<file path="config.mk">
export PLATFORM = sky130hd
export DESIGN_NAME = memStage
export DESIGN_NICKNAME = d
export VERILOG_FILES = /design/src/mipsPkg.sv /design/src/storeAlign.sv /design/src/loadAlign.sv /design/src/memExcept.sv /design/src/memStage.sv
export SDC_FILE = /design/constraint.sdc
export NUM_CORES = 1
export LEC_CHECK = 0
export ABC_CLOCK_PERIOD_IN_PS = 9600
export BUFFER_PORTS_ARGS = -buffer_cell sky130_fd_sc_hd__buf_2
export CORE_MARGIN = 1
export CORE_UTILIZATION = 44
export DETAILED_ROUTE_END_ITERATION = 10
export PLACE_DENSITY = 0.88
export SYNTH_ARGS = -nofsm -noshare
export SYNTH_HDL_FRONTEND = slang
export SYNTH_SLANG_ARGS = --single-unit
</file>
<file path="constraint.sdc">
create_clock -name clk -period 9.6 [get_ports clk]
set_input_delay 1.44 -clock clk [delete_from_list [all_inputs] [get_ports clk]]
set_output_delay 1.44 -clock clk [all_outputs]
set_load 0.02 [all_outputs]
</file>
<file path="src/mipsPkg.sv">
package mipsPkg;

    // plain widths with a meaning of their own
    typedef logic [31:0] word_t;
    typedef logic [3:0]  byteEn_t;
    typedef logic [4:0]  regAddr_t;
    typedef logic [7:0]  intVec_t;

    // operation kinds seen by the memory stage
    typedef enum logic [3:0] {
        OP_NONE,
        OP_LW,
        OP_LH,
        OP_LHU,
        OP_LB,
        OP_LBU,
        OP_SW,
        OP_SH,
        OP_SB,
        OP_SYSCALL,
        OP_BREAK,
        OP_ERET
    } memOp_t;

    // record handed over by the execute stage
    typedef struct packed {
        memOp_t   op;
        // effective address for loads and stores
        word_t    aluOut;
        // store source before lane shifting
        word_t    writeData;
        regAddr_t writeReg;
        word_t    pcPlus4;
    } execData_t;

    // record handed to writeback
    typedef struct packed {
        memOp_t   op;
        word_t    aluOut;
        // extended load value, zero for anything else
        word_t    readData;
        regAddr_t writeReg;
        word_t    pcPlus4;
    } memData_t;

    // exception and interrupt status reported with each record
    typedef struct packed {
        logic    addrLoad;
        logic    addrStore;
        logic    sys;
        logic    bp;
        logic    eret;
        intVec_t pendingInt;
        word_t   excPc;
        word_t   badVaddr;
    } excInfo_t;

    // command presented to the data RAM
    typedef struct packed {
        word_t   addr;
        // all zero means a read
        byteEn_t wen;
        word_t   wdata;
    } ramReq_t;

    function automatic logic isLoad(memOp_t op);
        return op inside {OP_LW, OP_LH, OP_LHU, OP_LB, OP_LBU};
    endfunction

    function automatic logic isStore(memOp_t op);
        return op inside {OP_SW, OP_SH, OP_SB};
    endfunction

endpackage

</file>
<file path="src/storeAlign.sv">
`timescale 1ns/1ps

module storeAlign (
    input  mipsPkg::memOp_t  op,
    input  logic [1:0]       addrLow,
    input  mipsPkg::word_t   srcData,
    output mipsPkg::byteEn_t wen,
    output mipsPkg::word_t   wdata
);

    // little-endian lanes, byte 0 sits in bits 7:0
    always_comb begin
        wen   = '0;
        wdata = srcData;
        case (op)
            mipsPkg::OP_SW: begin
                wen   = 4'b1111;
                wdata = srcData;
            end
            mipsPkg::OP_SH: begin
                // halfword copied into both halves, enables pick one
                wdata = {2{srcData[15:0]}};
                if (addrLow[1]) begin
                    wen = 4'b1100;
                end else begin
                    wen = 4'b0011;
                end
            end
            mipsPkg::OP_SB: begin
                wdata = {4{srcData[7:0]}};
                wen   = 4'b0001 << addrLow;
            end
            default: begin
                // loads and other ops never write
                wen = '0;
            end
        endcase
    end

endmodule

</file>
<file path="src/loadAlign.sv">
`timescale 1ns/1ps

module loadAlign (
    input  mipsPkg::memOp_t op,
    input  logic [1:0]      addrLow,
    input  mipsPkg::word_t  ramWord,
    output mipsPkg::word_t  readData
);

    logic [7:0]  byteSel;
    logic [15:0] halfSel;

    // addressed byte lane
    always_comb begin
        case (addrLow)
            2'd0: byteSel = ramWord[7:0];
            2'd1: byteSel = ramWord[15:8];
            2'd2: byteSel = ramWord[23:16];
            default: byteSel = ramWord[31:24];
        endcase
    end

    // halfword lane picked by address bit 1
    assign halfSel = addrLow[1] ? ramWord[31:16] : ramWord[15:0];

    always_comb begin
        case (op)
            mipsPkg::OP_LW: begin
                readData = ramWord;
            end
            mipsPkg::OP_LH: begin
                readData = {{16{halfSel[15]}}, halfSel};
            end
            mipsPkg::OP_LHU: begin
                readData = {16'h0000, halfSel};
            end
            mipsPkg::OP_LB: begin
                readData = {{24{byteSel[7]}}, byteSel};
            end
            mipsPkg::OP_LBU: begin
                readData = {24'h000000, byteSel};
            end
            default: begin
                readData = '0;
            end
        endcase
    end

endmodule

</file>
<file path="src/memExcept.sv">
`timescale 1ns/1ps

module memExcept (
    input  mipsPkg::execData_t execData,
    input  logic [5:0]         extInt,
    input  mipsPkg::intVec_t   causeIp,
    input  mipsPkg::intVec_t   statusIm,
    output mipsPkg::excInfo_t  excInfo
);

    mipsPkg::memOp_t op;
    logic [1:0]      addrLow;
    logic            wordMis;
    logic            halfMis;

    assign op      = execData.op;
    assign addrLow = execData.aluOut[1:0];

    // word needs both low bits clear, halfword only bit 0
    assign wordMis = (addrLow != 2'b00);
    assign halfMis = addrLow[0];

    always_comb begin
        excInfo = '0;

        excInfo.addrLoad  = ((op == mipsPkg::OP_LW) && wordMis) ||
                            ((op == mipsPkg::OP_LH || op == mipsPkg::OP_LHU) && halfMis);
        excInfo.addrStore = ((op == mipsPkg::OP_SW) && wordMis) ||
                            ((op == mipsPkg::OP_SH) && halfMis);

        excInfo.sys  = (op == mipsPkg::OP_SYSCALL);
        excInfo.bp   = (op == mipsPkg::OP_BREAK);
        excInfo.eret = (op == mipsPkg::OP_ERET);

        // external lines land on IP7..IP2, software bits come from cause
        excInfo.pendingInt = ({extInt, 2'b00} | causeIp) & statusIm;

        // pc of the instruction itself, not the one after it
        excInfo.excPc    = execData.pcPlus4 - 32'd4;
        excInfo.badVaddr = execData.aluOut;
    end

endmodule

</file>
<file path="src/memStage.sv">
`timescale 1ns/1ps

module memStage (
    input  logic                clk,
    input  logic                rstN,
    input  logic                execReq,
    output logic                execAck,
    input  mipsPkg::execData_t  execData,
    output logic                ramReq,
    input  logic                ramAck,
    output mipsPkg::ramReq_t    ramCmd,
    input  mipsPkg::word_t      ramRdata,
    output logic                wbValid,
    output mipsPkg::memData_t   memData,
    output mipsPkg::excInfo_t   excInfo,
    input  logic [5:0]          extInt,
    input  mipsPkg::intVec_t    causeIp,
    input  mipsPkg::intVec_t    statusIm
);

    typedef enum logic [2:0] {
        stIdle,
        stAccess,
        stRelease,
        stDone,
        stWaitDrop
    } state_t;

    state_t              state;
    mipsPkg::execData_t  exReg;
    mipsPkg::word_t      rdataReg;
    mipsPkg::word_t      loadOut;
    mipsPkg::byteEn_t    storeWen;
    mipsPkg::word_t      storeData;
    mipsPkg::excInfo_t   excNow;
    logic                needRam;
    logic                finish;

    storeAlign storeAlign_i (
        .op      (exReg.op),
        .addrLow (exReg.aluOut[1:0]),
        .srcData (exReg.writeData),
        .wen     (storeWen),
        .wdata   (storeData)
    );

    loadAlign loadAlign_i (
        .op       (exReg.op),
        .addrLow  (exReg.aluOut[1:0]),
        .ramWord  (rdataReg),
        .readData (loadOut)
    );

    memExcept memExcept_i (
        .execData (exReg),
        .extInt   (extInt),
        .causeIp  (causeIp),
        .statusIm (statusIm),
        .excInfo  (excNow)
    );

    // faulting loads and stores stay away from the RAM
    assign needRam = (mipsPkg::isLoad(exReg.op) || mipsPkg::isStore(exReg.op)) &&
                     !excNow.addrLoad && !excNow.addrStore;

    // command held stable for the whole RAM handshake
    assign ramCmd.addr  = exReg.aluOut;
    assign ramCmd.wen   = storeWen;
    assign ramCmd.wdata = storeData;

    // record goes out on this edge
    assign finish = ((state == stAccess) && !needRam) || ((state == stDone) && !ramAck);

    always_ff @(posedge clk) begin
        if (!rstN) begin
            state   <= stIdle;
            execAck <= 1'b0;
            wbValid <= 1'b0;
            ramReq  <= 1'b0;
        end else begin
            wbValid <= finish;
            if (finish) begin
                execAck <= 1'b1;
                state   <= stWaitDrop;
            end else begin
                case (state)
                    stIdle: begin
                        if (execReq) begin
                            state <= stAccess;
                        end
                    end
                    stAccess: begin
                        ramReq <= 1'b1;
                        state  <= stRelease;
                    end
                    stRelease: begin
                        if (ramAck) begin
                            ramReq <= 1'b0;
                            state  <= stDone;
                        end
                    end
                    stWaitDrop: begin
                        if (!execReq) begin
                            execAck <= 1'b0;
                            state   <= stIdle;
                        end
                    end
                    default: begin
                        // stDone waits here for ack to fall
                        state <= state;
                    end
                endcase
            end
        end
    end

    // payload registers
    always_ff @(posedge clk) begin
        if ((state == stIdle) && execReq) begin
            exReg <= execData;
        end
        if ((state == stRelease) && ramAck) begin
            rdataReg <= ramRdata;
        end
        if (finish) begin
            memData.op       <= exReg.op;
            memData.aluOut   <= exReg.aluOut;
            memData.writeReg <= exReg.writeReg;
            memData.pcPlus4  <= exReg.pcPlus4;
            // only a completed RAM read carries load data
            memData.readData <= (state == stDone) ? loadOut : '0;
            excInfo          <= excNow;
        end
    end

endmodule

</file>
==> impl_metrics.yaml <==
hold_path:
  hold_end: "memData[0]"
  holdPathStages: 0
  hold_path.class: "reg -> reg"
  min_from: "exReg[0]"
setup_path:
  cp.depth: 6
  r2r_start: "exReg[103]"
  rr_worst_depth: 4
  startpoint_type: "flop"
  path_buf_inv: 2
  crit_family: "simple AND/OR/NAND/NOR gates"
  cp.arrival_ns: 3.10
  critPathSlowestCell: "nor3_2"
  crit_chain: "nand2b_1 -> nor3_2 -> nor2_1 -> buf_4 -> mux2_2 -> buf_2"
  crit_type: "reg -> out"
  crit_path_end_kind: "primary output"
  crit_path_max_fanout: 16
  required_ns: 8.16
  r2r_setup_slack_ns: 6.28
  r2r_end: "excInfo[44]"
  critPathMaxStageDelay_ns: 0.85
grt:
  grt_use_met2_pct: 34.9
  top_usage_layer: "met2"
  grt_pass1_wl_um: 40100
  grt_max_degree: 73
  gr-total-overflow: 0
  grtUsageTotal_pct: 20.4
  grt_pass1_vias: 6872
  grt_util_met3_pct: 3.62
  use_met1_pct: 26.9
  grt_antenna_before_repair: 0
timing:
  fin_crit_sh_pct: 47.3
  hold_viol: 0
  min_period_ns: 4.54
  slew_viol_final: 0
  fmax_mhz: 220
  rsz0062_at_grt: "false"
  worst_pin_slew_ns: 1.14
  setup_tns_ns: 0
  fin_skew_ns: 0.0156
  setup_violations: 0
  relSlewSlack_pct: 23.5
  fin_hold_ws_ns: 0.420
floorplanning:
  placementRows: 57
  core_area_um2: 24500
  die_x_um: 161
  fp.dieH_um: 161
  die_area_um2: 25900
  start_util_pct: 45.4
  io_pins: 416
clock_tree:
  hold_buffers: 0
  cts_made_buffers: 29
  cts.sinks: 291
  cts_resized: 0
  clock-root-buffer: "clkbuf_16"
  cts_tree: "yes"
  cts_max_level: 1
  clk_latency_ns: 0.54
  post_cts_buffers: 0
  clk_transition_reported_paths_ns: 0.06
  clockBufferDepth: 3
synthesis:
  syn_area_um2: 11100
  ys_seq_area_share_pct: 78.0
  ys_ff_latch: 291
  synthTopCellsByArea: "edfxtp_1 (77%), buf_4 (5.0%), nand2_1 (2.7%)"
  synth_nets: 834
  synthCells: 670
  yosys.area.top_type_share_pct: 76.9
  synth_warnings: 0
  syn-mean-instance-area_um2: 16.6
  async_flop_share_pct: 0
  synth-edff-count: 285
  yosysUniqueCellTypes: 54
  synth_top_cell_by_area: "edfxtp_1"
  synth_ff_type: "edfxtp_1"
detailed_routing:
  wire_per_inst_um: 19.8
  vias: 7037
  firstDrtPassIters: 5
  ant_nets: 0
  first_iter_violations: 735
  routed_wl_um: 27200
  viasPerCell: 5.12
  drcViolationCount: 0
placement:
  io_buffers: 415
  gp_congestion: 0.850
  hpwl_um: 20000
pwr:
  peakVddDrop_v: 0.000172
  powerDensity_nw_per_um2: 255
  p_leak_nw: 5.47
final_layout:
  drive_gt1_share_pct: 46.8
  layout-area-overhead-vs-synth_pct: 25.7
  nNetsFinal: 1194
run_status:
  status: "complete, no violations"
run:
  maxCapViolCount: 0
-- worst max-delay path by stage --
stage,from,to,slack [ns]
after global placement,exReg[103],ramCmd[19],5.68
final,exReg[103],ramCmd[18],5.06
after floorplan,execReq,exReg[0],3.15
after global routing,exReg[103],ramCmd[18],4.95
after CTS,exReg[103],ramCmd[18],5.05
after detailed placement,exReg[103],ramCmd[18],5.64
-- through the flow --
step | cell area [um^2] | power (mW) | utilization [%] | setup slack (ns) | instances
after global routing | 14000 | 3.70 | 57.0 | 4.95 | 1373
final | 14000 | 3.57 | 57.0 | 5.06 | 1374
after floorplan | 11100 | 2.31 | - | 3.15 | 670
after CTS | 14000 | 3.60 | 57.0 | 5.05 | 1373
after detailed placement | 13100 | 2.52 | 53.4 | 5.64 | 1323
after global placement | 13100 | 2.50 | 53.4 | 5.68 | 1323
-- logic make-up after synthesis --
logic type / synth area share [%]
AND/OR/NAND/NOR: 6.94
AO/OA/AOI/OAI: 4.48
multiplexers: 2.50
flip-flops: 78.0
adder cells (fa/ha/maj): 0.112
XOR/XNOR: 2.05
buffers and inverters: 5.95
-- metal layers --
layer  up-vias  routed length (um)
met3        43                2070
met5         -                   0
met4         0                 509
met1      3454               10600
met2       369               14100
li1       3171                   -
-- cells in the mapped netlist (all sizes together) (2+ instances only) --
cell type / count
o21a: 6
nand2b: 3
a21oi: 29
nor2b: 3
dfxtp: 6
mux2i: 3
nand2: 79
nor4: 9
a22oi: 15
mux2: 8
nand3: 4
o21ai: 5
or4: 3
a222oi: 7
and2: 4
xnor2: 10
xor2: 16
edfxtp: 285
nor3: 14
nor4bb: 2
inv: 6
clkbuf: 15
mux4: 7
or3: 5
buf: 80
nor2: 25
-- power breakdown --
part / internal (mW) / total (mW) / switching [mW]
Combinational: 0.210 / 0.708 / 0.498
Sequential: 1.67 / 1.79 / 0.116
Clock: 0.632 / 1.07 / 0.443
-- registers in the layout (all words and copies together), names as in the netlist --
register  count
excInfo      75
exReg        73
memData      73
ramCmd       32
rdataReg     32
state         3
execAck       1
ramReq        1
wbValid       1
-- final cells by class --
cell class / count / area, um^2
timing repair buffer: 424 / 2140
tap: 324 / 405
fill: 1912 / 10500
antenna: 1 / 2.50
inverter: 6 / 22.5
sequential: 291 / 8680
multi-input combinational: 278 / 1840
clock inverter: 13 / 141
clock buffer: 37 / 756
-- placed cells by master, fill, tap and decap left out, drive strengths merged, types with 2 or more instances in the layout --
master | Yosys | layout
or3 | 5 | 5
o21a | 6 | 6
nor2 | 25 | 25
nor4 | 9 | 9
a21oi | 29 | 29
a22oi | 15 | 15
dfxtp | 6 | 6
o21ai | 5 | 5
and2 | 4 | 4
mux2 | 8 | 8
mux2i | 3 | 3
or4 | 3 | 3
buf | 80 | 424
xnor2 | 10 | 10
nor3 | 14 | 14
nand3 | 4 | 4
edfxtp | 285 | 285
nor4bb | 2 | 2
inv | 6 | 7
nand2 | 79 | 79
clkbuf | 15 | 37
a222oi | 7 | 7
nor2b | 3 | 3
mux4 | 7 | 7
bufinv | 0 | 3
clkinv | 0 | 7
xor2 | 16 | 16
nand2b | 3 | 3
clkinvlp | 0 | 2
No activity file was read; power rests on OpenSTA's default activity.
